File: src/source/assoc_consts.svh
`ifndef ASSOC_CONSTS_SVH
`define ASSOC_CONSTS_SVH

// table geometry
`define ASSOC_WAYS         16
`define ASSOC_WAY_BITS     4

// entry fields
`define ASSOC_TAG_BITS     20
`define ASSOC_PAYLOAD_BITS 24

`endif
File: src/source/assoc_pkg.sv
package assoc_pkg;

  `include "assoc_consts.svh"

  // way number, 0 .. ASSOC_WAYS-1
  typedef logic [`ASSOC_WAY_BITS-1:0] way_idx_t;

  // one bit per way
  typedef logic [`ASSOC_WAYS-1:0] way_mask_t;

  // lookup / fill key
  typedef logic [`ASSOC_TAG_BITS-1:0] tag_t;

  // data stored with each tag
  typedef logic [`ASSOC_PAYLOAD_BITS-1:0] payload_t;

endpackage

File: src/source/assoc_table.sv
`timescale 1ns/10ps

`include "assoc_consts.svh"

// 16-entry fully associative table with tree PLRU replacement
module assoc_table (
  input  logic                clk,
  input  logic                rst,

  input  logic                lookup,
  input  assoc_pkg::tag_t     lookup_tag,

  input  logic                fill,
  input  assoc_pkg::tag_t     fill_tag,
  input  assoc_pkg::payload_t fill_data,

  output logic                result_valid,
  output logic                hit,
  output assoc_pkg::way_idx_t hit_way,
  output assoc_pkg::payload_t hit_data,

  output assoc_pkg::way_idx_t victim_way,
  output assoc_pkg::way_idx_t last_fill_way
);

  import assoc_pkg::*;

  way_mask_t write_en;
  way_mask_t valid_mask;
  way_mask_t match_mask;
  payload_t  way_data [`ASSOC_WAYS];

  logic      lru_new;
  logic      lru_touch;
  way_idx_t  lru_touched;

  fill_ctrl u_fill_ctrl (
    .clk        (clk),
    .rst        (rst),
    .fill       (fill),
    .valid_mask (valid_mask),
    .lru_way    (victim_way),
    .write_en   (write_en),
    .lru_new    (lru_new),
    .fill_way   (last_fill_way)
  );

  for (genvar i = 0; i < `ASSOC_WAYS; i++) begin : g_way
    way_entry #(
      .payload_type (payload_t)
    ) u_way (
      .clk        (clk),
      .rst        (rst),
      .write_en   (write_en[i]),
      .fill_tag   (fill_tag),
      .fill_data  (fill_data),
      .lookup_tag (lookup_tag),
      .valid      (valid_mask[i]),
      .match      (match_mask[i]),
      .data       (way_data[i])
    );
  end

  hit_select #(
    .payload_type (payload_t)
  ) u_hit_select (
    .clk          (clk),
    .rst          (rst),
    .lookup       (lookup),
    .match_mask   (match_mask),
    .way_data     (way_data),
    .result_valid (result_valid),
    .hit          (hit),
    .hit_way      (hit_way),
    .hit_data     (hit_data),
    .lru_touch    (lru_touch),
    .lru_touched  (lru_touched)
  );

  plru_tree u_plru_tree (
    .clk         (clk),
    .rst         (rst),
    .lru_touch   (lru_touch),
    .lru_touched (lru_touched),
    .lru_new     (lru_new),
    .lru_way     (victim_way)  // victim is combinational from tree state
  );

endmodule

File: src/source/hit_select.sv
`timescale 1ns/10ps

`include "assoc_consts.svh"

// turns the match mask into the registered lookup result
module hit_select #(
  parameter type payload_type = assoc_pkg::payload_t
) (
  input  logic                 clk,
  input  logic                 rst,

  input  logic                 lookup,
  input  assoc_pkg::way_mask_t match_mask,
  input  payload_type          way_data [`ASSOC_WAYS],

  output logic                 result_valid,
  output logic                 hit,
  output assoc_pkg::way_idx_t  hit_way,
  output payload_type          hit_data,

  output logic                 lru_touch,
  output assoc_pkg::way_idx_t  lru_touched
);

  import assoc_pkg::*;

  way_idx_t match_way;

  // mask is one-hot since tags are unique
  always_comb begin
    match_way = '0;
    for (int i = 0; i < `ASSOC_WAYS; i++) begin
      if (match_mask[i]) begin
        match_way = way_idx_t'(i);
      end
    end
  end

  always_ff @(posedge clk) begin
    if (rst) begin
      result_valid <= 1'b0;
      hit          <= 1'b0;
    end else begin
      result_valid <= lookup;  // one cycle pulse
      if (lookup) begin
        hit <= |match_mask;
      end
    end
  end

  always_ff @(posedge clk) begin
    if (lookup) begin
      hit_way  <= match_way;
      hit_data <= way_data[match_way];
    end
  end

  assign lru_touch   = result_valid & hit;
  assign lru_touched = hit_way;

endmodule

File: src/source/way_entry.sv
`timescale 1ns/10ps

// single table entry with its own tag compare
module way_entry #(
  parameter type payload_type = assoc_pkg::payload_t
) (
  input  logic            clk,
  input  logic            rst,

  input  logic            write_en,
  input  assoc_pkg::tag_t fill_tag,
  input  payload_type     fill_data,
  input  assoc_pkg::tag_t lookup_tag,

  output logic            valid,
  output logic            match,
  output payload_type     data
);

  import assoc_pkg::*;

  tag_t tag;

  always_ff @(posedge clk) begin
    if (rst) begin
      valid <= 1'b0;
    end else if (write_en) begin
      valid <= 1'b1;
    end
  end

  always_ff @(posedge clk) begin
    if (write_en) begin
      tag  <= fill_tag;
      data <= fill_data;
    end
  end

  assign match = valid && (tag == lookup_tag);

endmodule

File: src/source/fill_ctrl.sv
`timescale 1ns/10ps

`include "assoc_consts.svh"

// picks the fill target and raises the per-way write enable
module fill_ctrl (
  input  logic                 clk,
  input  logic                 rst,

  input  logic                 fill,
  input  assoc_pkg::way_mask_t valid_mask,
  input  assoc_pkg::way_idx_t  lru_way,

  output assoc_pkg::way_mask_t write_en,
  output logic                 lru_new,
  output assoc_pkg::way_idx_t  fill_way
);

  import assoc_pkg::*;

  way_idx_t free_way;
  way_idx_t target_way;
  logic     any_free;

  assign any_free = ~(&valid_mask);

  // lowest invalid way wins
  always_comb begin
    free_way = '0;
    for (int i = `ASSOC_WAYS - 1; i >= 0; i--) begin
      if (!valid_mask[i]) begin
        free_way = way_idx_t'(i);
      end
    end
  end

  assign target_way = any_free ? free_way : lru_way;

  always_comb begin
    write_en = '0;
    if (fill) begin
      write_en[target_way] = 1'b1;
    end
  end

  // tree only moves when a valid entry gets replaced
  assign lru_new = fill & ~any_free;

  always_ff @(posedge clk) begin
    if (rst) begin
      fill_way <= '0;
    end else if (fill) begin
      fill_way <= target_way;
    end
  end

endmodule

File: src/source/plru_tree.sv
`timescale 1ns/10ps

// 16-way tree pseudo-LRU
// node bit 0 points to the lower half, 1 to the upper half
// levels: node0 (root), node1 (2), node2 (4), node3 (8 leaves pairs)
module plru_tree (
  input  logic                clk,
  input  logic                rst,

  input  logic                lru_touch,
  input  assoc_pkg::way_idx_t lru_touched,
  input  logic                lru_new,

  output assoc_pkg::way_idx_t lru_way
);

  import assoc_pkg::*;

  logic [0:0]  node0;
  logic [1:0]  node1;
  logic [3:0]  node2;
  logic [7:0]  node3;

  logic [14:0] nodes;
  logic [14:0] touch_next;
  logic [14:0] new_next;

  // flat view: node0 at bit 0, node1 at 2:1, node2 at 6:3, node3 at 14:7
  assign nodes = {node3, node2, node1, node0};

  // every node on the path of w is turned to point away from w
  function automatic logic [14:0] point_away(input logic [14:0] cur, input way_idx_t w);
    logic [14:0] nxt;
    nxt = cur;
    nxt[0]            = ~w[3];
    nxt[1 + w[3]]     = ~w[2];
    nxt[3 + w[3:2]]   = ~w[1];
    nxt[7 + w[3:1]]   = ~w[0];
    return nxt;
  endfunction

  // victim walk, msb of the way first
  always_comb begin
    lru_way    = '0;
    lru_way[3] = node0[0];
    lru_way[2] = node1[lru_way[3]];
    lru_way[1] = node2[lru_way[3:2]];
    lru_way[0] = node3[lru_way[3:1]];
  end

  always_comb begin
    touch_next = point_away(nodes, lru_touched);
  end

  // new flips the victim path, same as touching the victim
  always_comb begin
    new_next = point_away(nodes, lru_way);
  end

  always_ff @(posedge clk) begin
    if (rst) begin
      node0 <= '0;
      node1 <= '0;
      node2 <= '0;
      node3 <= '0;
    end else if (lru_touch) begin  // touch beats new
      node0 <= touch_next[0:0];
      node1 <= touch_next[2:1];
      node2 <= touch_next[6:3];
      node3 <= touch_next[14:7];
    end else if (lru_new) begin
      node0 <= new_next[0:0];
      node1 <= new_next[2:1];
      node2 <= new_next[6:3];
      node3 <= new_next[14:7];
    end
  end

endmodule

File: config.mk
export PLATFORM = sky130hd
export DESIGN_NAME = assoc_table
export DESIGN_NICKNAME = d
export VERILOG_FILES = /design/src/source/assoc_pkg.sv /design/src/source/assoc_table.sv /design/src/source/hit_select.sv /design/src/source/way_entry.sv /design/src/source/fill_ctrl.sv /design/src/source/plru_tree.sv
export VERILOG_INCLUDE_DIRS = /design/src /design/src/source
export SDC_FILE = /design/constraint.sdc
export NUM_CORES = 1
export LEC_CHECK = 0
export BUFFER_PORTS_ARGS = -buffer_cell sky130_fd_sc_hd__buf_2
export CAP_MARGIN = 0
export CORE_ASPECT_RATIO = 0.75
export CORE_UTILIZATION = 41
export CTS_CLUSTER_DIAMETER = 200
export DETAILED_ROUTE_END_ITERATION = 6
export PLACE_DENSITY = 0.65
export SLEW_MARGIN = 30
export SYNTH_ARGS = -nofsm -noshare
export SYNTH_HDL_FRONTEND = slang
export SYNTH_HIERARCHICAL = 1
export SYNTH_SLANG_ARGS = --single-unit
File: constraint.sdc
create_clock -name clk -period 9.25 [get_ports clk]
set_clock_uncertainty 0.15 [all_clocks]
set_input_delay 0.4625 -clock clk [delete_from_list [all_inputs] [get_ports clk]]
set_output_delay 0.4625 -clock clk [all_outputs]
set_load 0.005 [all_outputs]
Word-level counts from Yosys, hierarchy flattened:

Index checks and enable logic that the tools add are counted.

* multiplexer cells: 70
* divide/modulo/power cells: 0
* reductions and logical operators: 26
* bitwise operators: 11
* magnitude comparators: 18
* eq/ne operators: 16
* add/sub/neg operators: 6
* shift operators: 0
* multiply operators: 0

Operators with widths (number)
* $eq 20x20->1: 16
* $ge 32x1->1 const B: 6
* $lt 32x5->1 const B: 6
* $mux 4: 27
* $bmux 24 s4: 1
* $bwmux 15: 6
* $mux 24: 2
* $demux 1 s4: 7
* $logic_and 1x1->1: 23
* $mux 16: 1
* $mux 8: 2
* $reduce_and 16->1: 1
* $reduce_or 16->1: 1
* $mux 1: 14
* $mux 3: 4
* $add 3x3->4 const A: 2
* $mux 2: 4
* $not 1->1: 8
* $add 2x2->3 const A: 2
* $ge 5x5->1 const B: 1
* $lt 4x5->1 const B: 1
* $not 4->5: 1
* $add 1x1->2 const A: 2
* $ge 4x1->1 const B: 1
* 7 further kinds: 8

* word-level logic and storage cells: 204
* latch bits: 0
* register bits: 769
* bits in writable memories: 0
* bits in read-only memories: 0
* memories: 0

Logic depth before layout (Yosys ltp):

* word-level depth: 22
* mapped depth: 13
* depth with buffers taken out: 11

Hierarchy:

Netlist, hierarchy kept.

Modules (own cells, without submodules)
* way_entry: instances 16, sequential area each 1341.3 um2, cells each 74, area each 1572.8 um2
* hit_select: instances 1, sequential area each 880.8 um2, cells each 475, area each 4108.9 um2
* plru_tree: instances 1, sequential area each 300.3 um2, cells each 123, area each 1032.2 um2
* fill_ctrl: instances 1, sequential area each 80.1 um2, cells each 81, area each 610.6 um2

Worst setup path before layout:

OpenSTA, ideal clock, no wires.

* path type: register -> register
* start: register u_plru_tree.node1[0]
* end: register g_way[12].u_way/data[0] (netlist name) (enable)
* arrival: 4850 ps
* setup slack: 3736 ps
* required time: 8586 ps
* cell stages (with the launch flop): 8
* path buffers: 1
* path through: dfxtp_1 -> buf_2 -> inv_1 -> o21ai_0 -> nor3_1 -> nor3_2 -> nand3_1 -> a211oi_1

* cells in the longest elaborated chain, start to end: 12
* elaborated cells between the ends (all ways): 13
* classes of those cells: 2 x order compare; 10 x mux; 1 x reduce/logical

Ends and longest elaborated chain
* start: declaration: line plru_tree.sv:20 `logic [1:0] node1;`
* start signal: assignment: line plru_tree.sv:68 `node1 <= touch_next[2:1];`
* start signal: assignment: line plru_tree.sv:73 `node1 <= new_next[2:1];`
* $mux 1 (not written as such) (*) (2 in a row): line plru_tree.sv:46 `lru_way[2] = node1[lru_way[3]];`
* via victim_way[2]: line assoc_table.sv:22 `output assoc_pkg::way_idx_t victim_way,`
* $bmux 1 s2: line plru_tree.sv:47 `lru_way[1] = node2[lru_way[3:2]];`
* $mux 1 (not written as such): line plru_tree.sv:47
* $bmux 1 s3: line plru_tree.sv:48 `lru_way[0] = node3[lru_way[3:1]];`
* $mux 1 (not written as such): line plru_tree.sv:48
* $mux 4 (*): line fill_ctrl.sv:37 `assign target_way = any_free ? free_way : lru_way;`
* $lt 4x5->1 (not written as such) or $ge 4x1->1 (tied branches): line fill_ctrl.sv:42 `write_en[target_way] = 1'b1;`
* $logic_and 1x1->1 (not written as such): line fill_ctrl.sv:42
* $mux 1 (not written as such): line fill_ctrl.sv:42
* $demux 1 s4 (*)
* $mux 16 (*): line fill_ctrl.sv:41 `if (fill) begin`
* via write_en[12]: line assoc_table.sv:28 `way_mask_t write_en;`
* end signal: assignment: line way_entry.sv:35 `data <= fill_data;`
* end: declaration: line way_entry.sv:17 `output payload_type data`

The timed path passes the listed nets; every way through them passes the cells marked *. The select of a mux whose other input is x is not followed.
A chain may end at the register's enable or synchronous reset.

Worst setup path in the final report:

* start: register g_way[11].u_way.tag[14]
* end: register u_hit_select/hit_data[4] (netlist name), data pin

* cells in the longest elaborated chain, start to end: 11

Ends and longest elaborated chain
* start: declaration: line way_entry.sv:22 `tag_t tag;`
* start signal: assignment: line way_entry.sv:34 `tag <= fill_tag;`
* $eq 20x20->1: line way_entry.sv:39 `assign match = valid && (tag == lookup_tag);`
* $logic_and 1x1->1: line way_entry.sv:39
* via match_mask[11]: line assoc_table.sv:30 `way_mask_t match_mask;`
* $mux 4 (5 in a row): line hit_select.sv:33 `if (match_mask[i]) begin`
* $not 4->5 (not written as such): line hit_select.sv:54 `hit_data <= way_data[match_way];`
* $bmux 24 s4: line hit_select.sv:54
* $mux 24 (not written as such) (2 in a row): line hit_select.sv:54
* end signal: assignment: line hit_select.sv:54
* end: declaration: line hit_select.sv:19 `output payload_type hit_data,`

The timed path passes the listed nets, and every way through them passes these cells. The select of a mux whose other input is x is not followed.

==> impl_metrics.json <==
{
  "r2r-start": "g_way[11].u_way/tag[14]$_DFFE_PP_",
  "syn-num-nets": 1931,
  "grt_max_degree": 141,
  "clk_latency_ns": 0.66,
  "ir_drop_uv": 170.3,
  "routed-via-count": 16600,
  "synth-seq-area-share_pct": 73.50,
  "die_y_um": 239.8,
  "die_area_mm2": 0.07652,
  "whs_endpoint": "g_way[3].u_way/data[7]$_DFFE_PP_",
  "hp-start": "fill_data[7]",
  "slowest_delay_ns": 0.78,
  "p_sw_share_pct": 20.98,
  "status": "complete, no violations",
  "place_congestion": 0.8091,
  "io_pins": 106,
  "synth_edf_count": 732,
  "first_global_vias": 16230,
  "finalWirelength_um": 73240,
  "p_leak_nw": 10.93,
  "reg2reg_setup_slack_ns": 4.04,
  "cts_hold_buf": 0,
  "areaGrowthSynthToFinish_pct": 14.85,
  "cts_sinks": 769,
  "pwr-share-comb_pct": 3.4,
  "synthFlopType": "edfxtp_1",
  "die_w_um": 319.1,
  "grt_usage_pct": 19.06,
  "drv_cap": 0,
  "cts_tree": "yes",
  "arrival_ns": 5.45,
  "cts_buffers": 78,
  "ys_ff_latch": 769,
  "min_delay_path_depth": 1,
  "p_total_w": 0.007322,
  "drt_iter0_markers": 1684,
  "start_util_pct": 41.76,
  "rsz0062_at_grt": "false",
  "worst_pin_slew_ns": 0.9307,
  "clk_pin_slew_ns": 0.06,
  "fin_crit_sh_pct": 56.29,
  "post_drt_wl_per_cell_um": 24.00,
  "min_period_ns": 5.207,
  "crit_path_max_fanout": 75,
  "intPower_w": 0.005786,
  "finalSetupViolCount": 0,
  "max_slew_margin_pct": 37.38,
  "power.density_mw_per_mm2": 206.2,
  "fmax_mhz": 192.1,
  "synth-compound-area-share_pct": 3.671,
  "crit_path_end_kind": "flop",
  "routed_via_density": 5.438,
  "yosys-top-cells-area": "edfxtp_1, mux2i_1, xnor2_1, xor2_1, dfxtp_1",
  "grt-ovfl-total": 0,
  "drc": 0,
  "netlist.area_leader.share_pct": 71.10,
  "p_seq_share_pct": 52.9,
  "portBuffers": 105,
  "final_cell_mix": "edfxtp_1, mux2i_1, xnor2_1",
  "final_layout_size_suffix_gt1_share_pct": 14.44,
  "grt_antenna_before_repair": 4,
  "final-hold-violation-count": 0,
  "crit_slowest_cell": "buf_4",
  "async_reset_ff_share_pct": 0,
  "ys_warn_count": 6,
  "reg2reg_depth": 14,
  "synth_top_family_by_area": "XOR/XNOR gates",
  "hold_class": "in2reg",
  "path_class": "reg2reg",
  "synth_xor_xnor_area_share_pct": 9.094,
  "nets": 2092,
  "antenna-diode-count": 0,
  "cts_setup_buffers": 0,
  "clockPowerShare_pct": 43.7,
  "clockBufferDepth": 3,
  "synth.distinct_cells": 70,
  "required_ns": 9.50,
  "root_buffer": "clkbuf_16",
  "final_common_cell": "edfxtp_1",
  "synth_adder_area_share_pct": 0,
  "first_pass_iters": 5,
  "p_sw_w": 0.001536,
  "startpoint_type": "flop",
  "yosys.area_share.simple_pct": 6.253,
  "coreArea_mm2": 0.07403,
  "post-dp-hpwl_um": 40460,
  "syn_area_mm2": 0.03092,
  "grt_first_pass_wirelength_um": 107000,
  "synth_cells": 1863,
  "synthMuxAreaShare_pct": 6.455,
  "ant_nets": 0,
  "cts_resized": 0,
  "crit_chain": "xor2_1 > nor4_1 > nand3_1 > nor4_2 > or3b_1 > a311oi_1 > a31oi_4 > buf_12 > buf_16 > buf_4 > mux2i_1 > o22ai_1 > nor2_1 > nand2_1",
  "slew_violations": 0,
  "r2r_end": "u_hit_select/hit_data[4]$_DFFE_PP_",
  "yosys.area.top_type": "edfxtp_1",
  "tns_ns": 0,
  "synth.avg_cell_area_um2": 16.59,
  "cts.htree.levels": 3,
  "fp-row-count": 86
}
## power groups by stage
stage	Sequential [W]	Combinational (W)	Clock (W)
2_1_floorplan	0.00394	0.000111	0
3_3_place_gp	0.00394	0.000246	0
3_5_place_dp	0.00395	0.000254	0
4_1_cts	0.00387	0.000255	0.00324
5_1_grt	0.00387	0.000276	0.00338
6_report	0.00387	0.000252	0.00320
## worst max-delay path by stage
stage | cells after the start | slack [ns] | end | startpoint
5_1_grt | 14 | 3.67 | u_hit_select/hit_data[6]$_DFFE_PP_ | g_way[11].u_way/tag[14]$_DFFE_PP_
3_3_place_gp | 14 | 3.86 | u_hit_select/hit_data[2]$_DFFE_PP_ | lookup_tag[0]
4_1_cts | 13 | 4.11 | u_hit_select/hit_data[4]$_DFFE_PP_ | g_way[5].u_way/tag[0]$_DFFE_PP_
6_report | 14 | 4.04 | u_hit_select/hit_data[4]$_DFFE_PP_ | g_way[11].u_way/tag[14]$_DFFE_PP_
3_5_place_dp | 14 | 3.59 | u_hit_select/hit_data[4]$_DFFE_PP_ | lookup_tag[0]
2_1_floorplan | 7 | 3.74 | g_way[12].u_way/data[0]$_DFFE_PP_ | u_plru_tree/node1[0]$_SDFFE_PP0P_
## per-layer routing
layer	track usage, %	share of wire [%]
met1	28.16	47
met4	4.516	1.7
met2	29.11	45
met5	0	0.056
met3	3.526	6.2
## cell type report
| class | count | area (um^2) |
|---|---|---|
| well taps | 968 | 1211 |
| clock buffers | 93 | 2051 |
| repair buffers | 135 | 833.3 |
| fillers | 6165 | 38520 |
| multi-input cells | 1030 | 8099 |
| clock inverters | 47 | 553.0 |
| inverters | 10 | 37.54 |
| flip-flops and latches | 769 | 22720 |
## through the flow
stage                     setup slack (ns)  utilization, %  hold WS [ns]  area [um^2]  instances
after global placement               3.856           44.28        0.3091        32780       2907
after floorplan                      3.736               -        0.2861        30920       1863
after global routing                 3.671           47.96       0.02789        35510       3052
after detailed placement             3.594           44.37        0.3178        32850       2910
after CTS                            4.112           47.89      0.009325        35450       3050
final                                4.043           47.96       0.04397        35510       3052
## critical path, delay by kind of cell, from the launching register on
| family | cells | cell delay [ns] |
|---|---|---|
| buffers and inverters | 3 | 1.62 |
| AND/OR/NAND/NOR | 6 | 1.77 |
| multiplexers | 1 | 0.27 |
| XOR/XNOR | 1 | 0.15 |
| AO/OA/AOI/OAI | 3 | 0.45 |
| flip-flops | 1 | 0.38 |
## state kept, by name (all words and copies together) (netlist names)
name and count:
g_way.u_way/valid 16, u_hit_select/hit_way 4, u_plru_tree/node0 1, u_hit_select/hit 1, u_fill_ctrl/fill_way 4, u_hit_select/hit_data 24
g_way.u_way/data 384, g_way.u_way/tag 320, u_plru_tree/node3 8, u_plru_tree/node1 2, u_hit_select/result_valid 1, u_plru_tree/node2 4
## Yosys cell counts (all sizes together) (2+ instances only)
cell,number
a211o,4
a211oi,10
a21oi,10
a311oi,4
a31oi,7
and2,7
and3,2
buf,35
clkbuf,19
dfxtp,37
edfxtp,732
inv,10
mux2i,196
nand2,45
nand2b,8
nand3,27
nand3b,5
nand4,53
nand4b,2
nor2,102
nor2b,8
nor3,16
nor3b,5
nor4,53
nor4b,2
o211ai,3
o21a,3
o21ai,14
o22ai,96
o31ai,4
or2,2
or3b,2
xnor2,193
xor2,128
## kinds of logic (layout without fill, tap and decap cells)
kind of cell    count (synthesis)  in the layout
mux                           198            198
xor+xnor                      321            321
simple gates                  343            343
flops                         769            769
compound gates                168            168
buf+inv                        64            285
Note: power is estimated with default switching activity, not from simulation.
